==> config.mk <==
export PLATFORM = sky130hd
export DESIGN_NAME = modexp_top
export DESIGN_NICKNAME = d
export VERILOG_FILES = /design/src/hw/modexp_types_pkg.sv /design/src/hw/modexp_state_pkg.sv /design/src/hw/mont_mul.sv /design/src/hw/exp_bit_scanner.sv /design/src/hw/modexp_ctrl.sv /design/src/hw/modexp_top.sv
export VERILOG_INCLUDE_DIRS = /design/src /design/src/include
export SDC_FILE = /design/constraint.sdc
export NUM_CORES = 2
export LEC_CHECK = 0
export BUFFER_PORTS_ARGS = -buffer_cell sky130_fd_sc_hd__buf_4
export CORE_ASPECT_RATIO = 0.7
export CORE_MARGIN = 2
export CORE_UTILIZATION = 36
export CTS_BUF_LIST = sky130_fd_sc_hd__clkbuf_2 sky130_fd_sc_hd__clkbuf_4 sky130_fd_sc_hd__clkbuf_8
export DETAILED_ROUTE_END_ITERATION = 10
export GPL_ROUTABILITY_DRIVEN = 0
export PLACE_DENSITY = 0.48
export SYNTH_ARGS = -nofsm -noshare
export SYNTH_HDL_FRONTEND = slang
export SYNTH_SLANG_ARGS = --single-unit
==> constraint.sdc <==
create_clock -name clk -period 10.3 [get_ports clk]
set_clock_uncertainty 0.2 [all_clocks]
set_input_delay 1.03 -clock clk [delete_from_list [all_inputs] [get_ports clk]]
set_output_delay 1.03 -clock clk [all_outputs]
set_load 0.02 [all_outputs]
==> src/include/modexp_consts.svh <==
/* modular exponentiator constants */
`ifndef MODEXP_CONSTS_SVH
`define MODEXP_CONSTS_SVH

`define WORD_WIDTH 16                              // bits per word
`define NUM_WORDS 4                                // words per operand
`define EXP_BITS (`WORD_WIDTH * `NUM_WORDS)        // full operand width

// index widths
`define WORD_IDX_W $clog2(`NUM_WORDS)
`define BIT_IDX_W $clog2(`EXP_BITS)

`endif

==> src/hw/modexp_types_pkg.sv <==
/* operand data types */
`include "modexp_consts.svh"

package modexp_types_pkg;

    typedef logic [`WORD_WIDTH-1:0]   word_t;
    typedef logic [2*`WORD_WIDTH-1:0] dword_t;     // mac result, carry in upper half
    typedef logic [`WORD_IDX_W-1:0]   word_idx_t;
    typedef logic [`EXP_BITS-1:0]     exp_t;
    typedef logic [`BIT_IDX_W-1:0]    bit_idx_t;

    // one word of every operand, per load cycle
    typedef struct packed {
        word_t m;
        word_t e;
        word_t n;
        word_t r;       // R mod n
        word_t t;       // R^2 mod n
    } load_words_t;

    // operand words returned to the multiplier
    typedef struct packed {
        word_t a_word;
        word_t b_word;
        word_t n_word;
    } mont_words_t;

endpackage

==> src/hw/modexp_state_pkg.sv <==
/* FSM state encodings */
package modexp_state_pkg;

    typedef enum logic [3:0] {
        ctrl_idle, ctrl_load, ctrl_wait_compute, ctrl_calc_m_bar, ctrl_square,
        ctrl_multiply, ctrl_finish, ctrl_complete, ctrl_output
    } ctrl_state_t;

    typedef enum logic [2:0] {
        mont_idle, mont_mul_row, mont_row_carry, mont_calc_q, mont_reduce_row,
        mont_shift_carry, mont_top_carry, mont_write_back
    } mont_state_t;

    // operand a of a product
    typedef enum logic [1:0] {a_sel_msg, a_sel_c_bar, a_sel_one} mont_a_sel_t;

    // operand b of a product
    typedef enum logic [1:0] {b_sel_t, b_sel_c_bar, b_sel_m_bar} mont_b_sel_t;

endpackage

==> src/hw/mont_mul.sv <==
/* CIOS Montgomery multiplier */
`timescale 1ns/1ps
`include "modexp_consts.svh"

module mont_mul (
    input  logic                          clk,
    input  logic                          reset,
    input  logic                          start,
    input  modexp_types_pkg::word_t       n0_inv,
    input  modexp_types_pkg::mont_words_t words,
    output modexp_types_pkg::word_idx_t   a_idx,
    output modexp_types_pkg::word_idx_t   b_idx,
    output logic                          res_we,
    output modexp_types_pkg::word_idx_t   res_idx,
    output modexp_types_pkg::word_t       res_word,
    output logic                          done
);
    import modexp_types_pkg::*;
    import modexp_state_pkg::*;

    localparam word_idx_t last_idx = word_idx_t'(`NUM_WORDS - 1);

    mont_state_t          state;
    word_idx_t            i;                       // row, word of a
    word_idx_t            j;                       // column
    logic                 ph;                      // 0 issue, 1 capture
    word_t                v [`NUM_WORDS + 2];      // accumulator
    word_t                carry;
    word_t                q;                       // row quotient
    dword_t               mac_q;
    word_t                mac_x;
    word_t                mac_y;
    word_t                mac_z;
    word_t                mac_c;
    word_t                mac_lo;
    word_t                mac_hi;
    word_t                sub_word;
    logic                 borrow;
    logic [`WORD_WIDTH:0] wb_diff;

    assign mac_lo = mac_q[`WORD_WIDTH-1:0];
    assign mac_hi = mac_q[2*`WORD_WIDTH-1:`WORD_WIDTH];

    // mac operands by step
    always_comb begin
        mac_x = '0;
        mac_y = '0;
        mac_z = '0;
        mac_c = '0;
        case (state)
            mont_mul_row: begin
                mac_x = words.a_word;
                mac_y = words.b_word;
                mac_z = v[j];
                mac_c = carry;
            end
            mont_row_carry, mont_shift_carry: begin
                mac_z = v[`NUM_WORDS];
                mac_c = carry;
            end
            mont_calc_q: begin
                mac_x = v[0];
                mac_y = n0_inv;
            end
            mont_reduce_row: begin
                mac_x = q;
                mac_y = words.n_word;
                mac_z = v[j];
                mac_c = carry;
            end
            mont_top_carry: begin
                mac_z = v[`NUM_WORDS + 1];
                mac_c = carry;
            end
            default: ;
        endcase
    end

    // a product at or above R is brought back under R by subtracting n once
    assign sub_word = (v[`NUM_WORDS] != '0) ? words.n_word : '0;
    assign wb_diff  = {1'b0, v[j]} - {1'b0, sub_word} - {{`WORD_WIDTH{1'b0}}, borrow};

    assign a_idx    = i;
    assign b_idx    = j;
    assign res_we   = (state == mont_write_back);
    assign res_idx  = j;
    assign res_word = wb_diff[`WORD_WIDTH-1:0];

    always_ff @(posedge clk or posedge reset) begin
        if (reset) begin
            state <= mont_idle;
            i     <= '0;
            j     <= '0;
            ph    <= 1'b0;
            done  <= 1'b0;
        end else begin
            done <= 1'b0;
            ph   <= (state != mont_idle && state != mont_write_back) ? ~ph : 1'b0;
            case (state)
                mont_idle: if (start) begin
                    state <= mont_mul_row;
                    i     <= '0;
                    j     <= '0;
                end
                mont_mul_row, mont_reduce_row: if (ph) begin
                    if (j == last_idx) begin
                        j     <= '0;
                        state <= (state == mont_mul_row) ? mont_row_carry : mont_shift_carry;
                    end else begin
                        j <= j + 1'b1;
                    end
                end
                mont_row_carry:   if (ph) state <= mont_calc_q;
                mont_calc_q:      if (ph) state <= mont_reduce_row;
                mont_shift_carry: if (ph) state <= mont_top_carry;
                mont_top_carry: if (ph) begin
                    if (i == last_idx) begin
                        state <= mont_write_back;
                    end else begin
                        i     <= i + 1'b1;
                        state <= mont_mul_row;
                    end
                end
                mont_write_back: begin
                    if (j == last_idx) begin
                        j     <= '0;
                        state <= mont_idle;
                        done  <= 1'b1;
                    end else begin
                        j <= j + 1'b1;
                    end
                end
                default: state <= mont_idle;
            endcase
        end
    end

    // datapath, issue then capture
    always_ff @(posedge clk) begin
        if (state == mont_idle && start) begin
            for (int k = 0; k < `NUM_WORDS + 2; k++) begin
                v[k] <= '0;
            end
            carry <= '0;
        end
        if (!ph) begin
            mac_q <= dword_t'(mac_x) * dword_t'(mac_y) + dword_t'(mac_z) + dword_t'(mac_c);
        end else begin
            case (state)
                mont_mul_row: begin
                    v[j]  <= mac_lo;
                    carry <= mac_hi;
                end
                mont_row_carry: begin
                    v[`NUM_WORDS]     <= mac_lo;
                    v[`NUM_WORDS + 1] <= mac_hi;
                end
                mont_calc_q: begin
                    q     <= mac_lo;
                    carry <= '0;
                end
                mont_reduce_row: begin
                    if (j != '0) begin
                        v[j - 1'b1] <= mac_lo;     // shift down one word
                    end
                    carry <= mac_hi;
                end
                mont_shift_carry: begin
                    v[`NUM_WORDS - 1] <= mac_lo;
                    carry             <= mac_hi;
                end
                mont_top_carry: begin
                    v[`NUM_WORDS] <= mac_lo;
                    carry         <= '0;           // next row starts clean
                end
                default: ;
            endcase
        end
        borrow <= (state == mont_write_back) ? wb_diff[`WORD_WIDTH] : 1'b0;
    end

    a_start_idle: assert property (@(posedge clk) disable iff (reset)
        start |-> state == mont_idle);

endmodule

==> src/hw/exp_bit_scanner.sv <==
/* exponent bit scanner */
`timescale 1ns/1ps
`include "modexp_consts.svh"

module exp_bit_scanner (
    input  logic                        clk,
    input  logic                        reset,
    input  logic                        e_we,
    input  modexp_types_pkg::word_idx_t e_idx,
    input  modexp_types_pkg::word_t     e_word,
    input  logic                        seek,
    input  logic                        advance,
    output logic                        bit_ready,
    output logic                        exp_bit,
    output logic                        exp_last,
    output logic                        exp_zero
);
    import modexp_types_pkg::*;

    exp_t     e_reg;
    bit_idx_t pos;
    logic     seeking;

    always_ff @(posedge clk) begin
        if (e_we) begin
            e_reg[e_idx * `WORD_WIDTH +: `WORD_WIDTH] <= e_word;
        end
    end

    always_ff @(posedge clk or posedge reset) begin
        if (reset) begin
            pos       <= '0;
            seeking   <= 1'b0;
            bit_ready <= 1'b0;
            exp_zero  <= 1'b0;
        end else if (seek) begin
            pos       <= bit_idx_t'(`EXP_BITS - 1);  // start from the top
            seeking   <= 1'b1;
            bit_ready <= 1'b0;
            exp_zero  <= 1'b0;
        end else if (seeking) begin
            if (e_reg[pos]) begin
                seeking   <= 1'b0;
                bit_ready <= 1'b1;
            end else if (pos == '0) begin
                seeking   <= 1'b0;                   // no ones at all
                bit_ready <= 1'b1;
                exp_zero  <= 1'b1;
            end else begin
                pos <= pos - 1'b1;
            end
        end else if (advance && pos != '0) begin
            pos <= pos - 1'b1;
        end
    end

    assign exp_bit  = e_reg[pos];
    assign exp_last = (pos == '0);

    a_advance_ready: assert property (@(posedge clk) disable iff (reset)
        advance |-> bit_ready);

endmodule

==> src/hw/modexp_ctrl.sv <==
/* exponentiation controller */
`timescale 1ns/1ps
`include "modexp_consts.svh"

module modexp_ctrl (
    input  logic                          clk,
    input  logic                          reset,
    input  logic                          start_load,
    input  modexp_types_pkg::load_words_t in_words,
    input  logic                          start_compute,
    input  logic                          get_result,
    input  logic                          bit_ready,
    input  logic                          exp_bit,
    input  logic                          exp_last,
    input  logic                          exp_zero,
    input  modexp_types_pkg::word_idx_t   a_idx,
    input  modexp_types_pkg::word_idx_t   b_idx,
    input  logic                          wb_we,
    input  modexp_types_pkg::word_idx_t   wb_idx,
    input  modexp_types_pkg::word_t       wb_word,
    input  logic                          mont_done,
    output logic                          e_we,
    output modexp_types_pkg::word_idx_t   e_idx,
    output modexp_types_pkg::word_t       e_word,
    output logic                          seek,
    output logic                          advance,
    output logic                          mont_start,
    output modexp_types_pkg::mont_words_t words,
    output logic                          result_ready,
    output logic                          res_valid,
    output modexp_types_pkg::word_t       res_out
);
    import modexp_types_pkg::*;
    import modexp_state_pkg::*;

    localparam word_idx_t last_idx = word_idx_t'(`NUM_WORDS - 1);

    ctrl_state_t state;
    word_idx_t   cnt;                      // load and unload word count
    logic        m_bar_done;
    mont_a_sel_t a_sel;
    mont_b_sel_t b_sel;
    word_t       m_store [`NUM_WORDS];
    word_t       n_store [`NUM_WORDS];
    word_t       r_store [`NUM_WORDS];
    word_t       t_store [`NUM_WORDS];
    word_t       m_bar   [`NUM_WORDS];
    word_t       c_bar   [`NUM_WORDS];

    assign e_we         = (state == ctrl_load);
    assign e_idx        = cnt;
    assign e_word       = in_words.e;
    assign result_ready = (state == ctrl_complete) || (state == ctrl_output);

    always_comb begin
        a_sel = (state == ctrl_calc_m_bar) ? a_sel_msg :
                (state == ctrl_finish)     ? a_sel_one : a_sel_c_bar;
        b_sel = (state == ctrl_calc_m_bar) ? b_sel_t :
                (state == ctrl_multiply)   ? b_sel_m_bar : b_sel_c_bar;
    end

    // operand words for the multiplier
    always_comb begin
        case (a_sel)
            a_sel_msg:   words.a_word = m_store[a_idx];
            a_sel_c_bar: words.a_word = c_bar[a_idx];
            default:     words.a_word = (a_idx == '0) ? word_t'(1) : '0;
        endcase
        case (b_sel)
            b_sel_t:     words.b_word = t_store[b_idx];
            b_sel_c_bar: words.b_word = c_bar[b_idx];
            default:     words.b_word = m_bar[b_idx];
        endcase
        words.n_word = n_store[b_idx];
    end

    always_ff @(posedge clk) begin
        if (state == ctrl_load) begin
            m_store[cnt] <= in_words.m;
            n_store[cnt] <= in_words.n;
            r_store[cnt] <= in_words.r;
            t_store[cnt] <= in_words.t;
        end
        if (state == ctrl_wait_compute && start_compute) begin
            c_bar <= r_store;                 // one in Montgomery form
        end else if (wb_we) begin
            if (state == ctrl_calc_m_bar) begin
                m_bar[wb_idx] <= wb_word;
            end else begin
                c_bar[wb_idx] <= wb_word;
            end
        end
    end

    always_ff @(posedge clk or posedge reset) begin
        if (reset) begin
            state      <= ctrl_idle;
            cnt        <= '0;
            m_bar_done <= 1'b0;
            seek       <= 1'b0;
            advance    <= 1'b0;
            mont_start <= 1'b0;
            res_valid  <= 1'b0;
            res_out    <= '0;
        end else begin
            seek       <= 1'b0;
            advance    <= 1'b0;
            mont_start <= 1'b0;
            res_valid  <= 1'b0;
            res_out    <= '0;
            case (state)
                ctrl_idle: if (start_load) begin
                    state <= ctrl_load;
                    cnt   <= '0;
                end
                ctrl_load: begin
                    if (cnt == last_idx) begin
                        cnt   <= '0;
                        state <= ctrl_wait_compute;
                    end else begin
                        cnt <= cnt + 1'b1;
                    end
                end
                ctrl_wait_compute: if (start_compute) begin
                    state      <= ctrl_calc_m_bar;
                    m_bar_done <= 1'b0;
                    seek       <= 1'b1;          // scan e while m_bar forms
                    mont_start <= 1'b1;
                end
                ctrl_calc_m_bar: begin
                    if (mont_done) begin
                        m_bar_done <= 1'b1;
                    end
                    if (m_bar_done && bit_ready) begin
                        state      <= exp_zero ? ctrl_finish : ctrl_square;
                        mont_start <= 1'b1;
                    end
                end
                ctrl_square: if (mont_done) begin
                    mont_start <= 1'b1;
                    if (exp_bit) begin
                        state <= ctrl_multiply;
                    end else if (exp_last) begin
                        state <= ctrl_finish;
                    end else begin
                        advance <= 1'b1;          // square again on next bit
                    end
                end
                ctrl_multiply: if (mont_done) begin
                    mont_start <= 1'b1;
                    if (exp_last) begin
                        state <= ctrl_finish;
                    end else begin
                        advance <= 1'b1;
                        state   <= ctrl_square;
                    end
                end
                ctrl_finish: if (mont_done) state <= ctrl_complete;
                ctrl_complete: if (get_result) begin
                    state     <= ctrl_output;
                    cnt       <= '0;
                    res_valid <= 1'b1;
                    res_out   <= c_bar[0];
                end
                ctrl_output: begin
                    if (cnt == last_idx) begin
                        cnt   <= '0;
                        state <= ctrl_idle;
                    end else begin
                        cnt       <= cnt + 1'b1;
                        res_valid <= 1'b1;
                        res_out   <= c_bar[cnt + 1'b1];
                    end
                end
                default: state <= ctrl_idle;
            endcase
        end
    end

    a_valid_in_output: assert property (@(posedge clk) disable iff (reset)
        res_valid |-> state == ctrl_output && !wb_we);

endmodule

==> src/hw/modexp_top.sv <==
/* modular exponentiator top */
`timescale 1ns/1ps

module modexp_top (
    input  logic                          clk,
    input  logic                          reset,
    input  logic                          start_load,
    input  modexp_types_pkg::load_words_t in_words,
    input  modexp_types_pkg::word_t       nprime0,
    input  logic                          start_compute,
    input  logic                          get_result,
    output logic                          result_ready,
    output logic                          res_valid,
    output modexp_types_pkg::word_t       res_out
);
    import modexp_types_pkg::*;

    logic        e_we;
    word_idx_t   e_idx;
    word_t       e_word;
    logic        seek;
    logic        advance;
    logic        bit_ready;
    logic        exp_bit;
    logic        exp_last;
    logic        exp_zero;
    logic        mont_start;
    mont_words_t mont_words;
    word_idx_t   a_idx;
    word_idx_t   b_idx;
    logic        wb_we;
    word_idx_t   wb_idx;
    word_t       wb_word;
    logic        mont_done;

    exp_bit_scanner u_scanner (
        .clk       (clk),
        .reset     (reset),
        .e_we      (e_we),
        .e_idx     (e_idx),
        .e_word    (e_word),
        .seek      (seek),
        .advance   (advance),
        .bit_ready (bit_ready),
        .exp_bit   (exp_bit),
        .exp_last  (exp_last),
        .exp_zero  (exp_zero)
    );

    mont_mul u_mont (
        .clk      (clk),
        .reset    (reset),
        .start    (mont_start),
        .n0_inv   (nprime0),
        .words    (mont_words),
        .a_idx    (a_idx),
        .b_idx    (b_idx),
        .res_we   (wb_we),
        .res_idx  (wb_idx),
        .res_word (wb_word),
        .done     (mont_done)
    );

    modexp_ctrl u_ctrl (
        .clk           (clk),
        .reset         (reset),
        .start_load    (start_load),
        .in_words      (in_words),
        .start_compute (start_compute),
        .get_result    (get_result),
        .bit_ready     (bit_ready),
        .exp_bit       (exp_bit),
        .exp_last      (exp_last),
        .exp_zero      (exp_zero),
        .a_idx         (a_idx),
        .b_idx         (b_idx),
        .wb_we         (wb_we),
        .wb_idx        (wb_idx),
        .wb_word       (wb_word),
        .mont_done     (mont_done),
        .e_we          (e_we),
        .e_idx         (e_idx),
        .e_word        (e_word),
        .seek          (seek),
        .advance       (advance),
        .mont_start    (mont_start),
        .words         (mont_words),
        .result_ready  (result_ready),
        .res_valid     (res_valid),
        .res_out       (res_out)
    );

endmodule

==> impl_metrics.py <==
metrics = {
    "floorplanning": {
        "die_h_um": 276.1,
        "start_util_pct": 36.43,
        "io_pins": 119,
        "die_x_um": 392.8,
        "rows": 99,
        "design.die.area_mm2": 0.1085,
        "core_area_mm2": 0.1045,
    },
    "final_layout": {
        "seqCellArea_mm2": 0.01925,
        "drive_gt1_share_pct": 16.71,
        "top_register": "u_mont.v",
        "final_nets": 3625,
        "num-fill-cells": 9930,
        "syn_to_final_growth_pct": 13.01,
        "largest_reg_flops": 96,
        "multi_input_area_mm2": 0.01704,
        "final_cells": 4659,
    },
    "setup_path": {
        "cp.arrival_ns": 9.98,
        "crit_path_start_kind": "flop",
        "worstPathMaxFanout": 20,
        "rr_endpoint": "u_mont.mac_q[31]",
        "critPathMostFrequentCell": "fa_1",
        "cp_slowest_cell": "a21oi_1",
        "rr_startpoint": "u_ctrl.state[3]",
        "critPathRequiredTime_ns": 10.59,
        "reg2reg_depth": 30,
        "crit_type": "reg2reg",
        "end_kind": "flop",
        "slowest_delay_ns": 0.83,
        "rrSetupSlack_ns": 0.61,
        "crit_end": "u_mont.mac_q[31]",
        "setup.worst_path.start": "u_ctrl.state[3]",
    },
    "synth": {
        "syn_nets": 3449,
        "syn_area_mm2": 0.03809,
        "synth_top_family_by_area": "adder cells",
        "ys_warn_count": 0,
        "synth_cells": 2973,
        "synth.area.mux_share_pct": 9.964,
        "netlist.area_leader.share_pct": 46.68,
        "synth_ff_type": "edfxtp_1",
        "synth-seq-cells": 654,
        "synth-edff-count": 592,
        "yosysMostFrequentCell": "edfxtp_1",
        "synth.avg_cell_area_um2": 12.81,
        "synthXorXnorAreaFrac_pct": 1.081,
        "synthSimpleGateAreaFrac_pct": 9.902,
        "ys_async_sr_fraction_pct": 6.881,
        "yosysSeqAreaShare_pct": 50.53,
        "yosys.area_share.adder_pct": 16.81,
        "synth_compound_area_share_pct": 6.800,
        "ys_types": 66,
        "synth_common_cells": "592 x edfxtp_1, 349 x inv_1, 257 x nand2_1",
        "synth_area_leader_cell": "edfxtp_1",
        "yosys-top-cells-area": "edfxtp_1 47%, fa_1 12%, mux4_2 7.6%",
    },
    "clock_network": {
        "cts_tree": "done",
        "cts_setup_buffers": 0,
        "ctsResizeCount": 0,
        "clock_path_buffers": 3,
        "cts_hold_buf": 0,
        "path_clk_slew_ns": 0.07,
        "clk_latency_ns": 0.79,
        "cts.sinks": 654,
        "cts_buffers": 103,
        "h-tree-depth": 3,
        "root_buffer": "clkbuf_8",
    },
    "timing": {
        "setup_tns_ns": 0,
        "min_period_ns": 9.694,
        "whs_ns": 0.2325,
        "slew_headroom_pct": 4.613,
        "tightestPinTransition_ns": 1.421,
        "setup_viol": 0,
        "min_period_over_period_pct": 94.11,
        "fmax_ghz": 0.1032,
        "hold_viol": 0,
        "slew_violations": 0,
        "grt_setup_unrepaired": "no",
    },
    "placed_design": {
        "dp_cells": 4458,
        "hpwl_um": 90080,
        "portBuffers": 118,
    },
    "grt": {
        "antenna_found_initial": 15,
        "grt_pass1_wl_um": 176400,
        "grt_pass1_vias": 25020,
        "grt_overflow": 0,
        "grt_use_total_pct": 22.54,
        "grt_max_degree": 68,
    },
    "routing": {
        "num_vias": 24860,
        "drt_iter0_markers": 2660,
        "drtAntennaViolNets": 0,
        "routed_via_density": 5.335,
        "drc": 0,
        "dr.pass1.iters": 5,
        "wire_per_inst_um": 26.08,
        "wl_um": 121500,
    },
    "job": {
        "maxCapViolations": 0,
    },
    "run_status": {
        "status": "finished, final reports clean",
    },
    "worst_hold_path": {
        "hold_class": "in2async",
    },
}
## area by class of cell
cell class	count	share of cell area, %
flip-flops and latches	654	44.73
inverters	350	3.052
repair buffers	201	3.564
diodes	7	0.04070
well taps	1414	4.111
clock buffers	150	4.215
multi-input cells	1839	39.59
clock inverters	44	0.6977
## per-layer routing
layer	track usage, %	share of wire (%)
met1	36.08	48
met2	29.81	40
met3	5.581	9.1
met4	5.865	2.5
met5	0	0.021
## critical path: cells and delay by family (launching register included)
kind / cells / cell delay [ns]
compound gates: 9 / 2.88
fa+ha+maj: 7 / 3.07
buf+inv: 6 / 1.05
flops: 1 / 0.51
mux: 2 / 0.35
simple gates: 6 / 1.29
## cells in the final DEF (no fill, tap or decap), types with 9 or more instances in the layout
master / instances
edfxtp_1: 592
a22o_1: 64
buf_4: 199
fa_1: 228
nor2b_1: 11
clkbuf_8: 110
o21ai_0: 86
clkinv_1: 24
nand2b_1: 45
a21oi_1: 79
and2_1: 148
a21o_1: 12
nand2_1: 257
inv_1: 348
xnor2_1: 31
nor3_1: 17
a22oi_1: 32
ha_1: 147
xor2_1: 16
or2_2: 9
dfxtp_1: 17
and3_1: 9
o22a_1: 15
clkbuf_4: 40
o21ai_1: 27
mux4_2: 128
dfrtp_1: 41
mux2i_1: 90
nor2_1: 228
nand3_1: 49
o21a_1: 22
## cells by family after synthesis
logic type | Yosys count
xor gates and xnor gates | 47
and+or+nand+nor | 808
DFF | 654
adders and majority gates | 375
AOI/OAI and AO/OA | 390
buffers and inverters | 480
muxes | 219
## stage by stage
stage          worst slack (ns)  instance area, um2  util (%)
2_1_floorplan             2.499               38090         -
3_5_place_dp             0.8777               40910     39.13
5_1_grt                  0.2521               43030     41.16
3_3_place_gp             0.9866               40910     39.13
6_report                 0.6065               43040     41.17
4_1_cts                  0.8099               43020     41.15
## how the worst min path moves through the flow
stage	end	cells after the start	startpoint	slack, ns
global route	u_ctrl.t_store[0][8]	1	in_words[8]	0.16
detailed placement	u_mont.carry[10]	2	u_mont.carry[10]	0.25
floorplan	u_mont.carry[1]	2	u_mont.carry[1]	0.23
CTS	u_ctrl.m_store[0][0]	1	in_words[64]	0.15
global placement	u_mont.carry[1]	2	u_mont.carry[1]	0.25
finish	u_scanner.pos[3]	3	reset	0.23
Power is not shown: default switching activity piles up to over one toggle a cycle in this logic, so the estimate is an artifact.
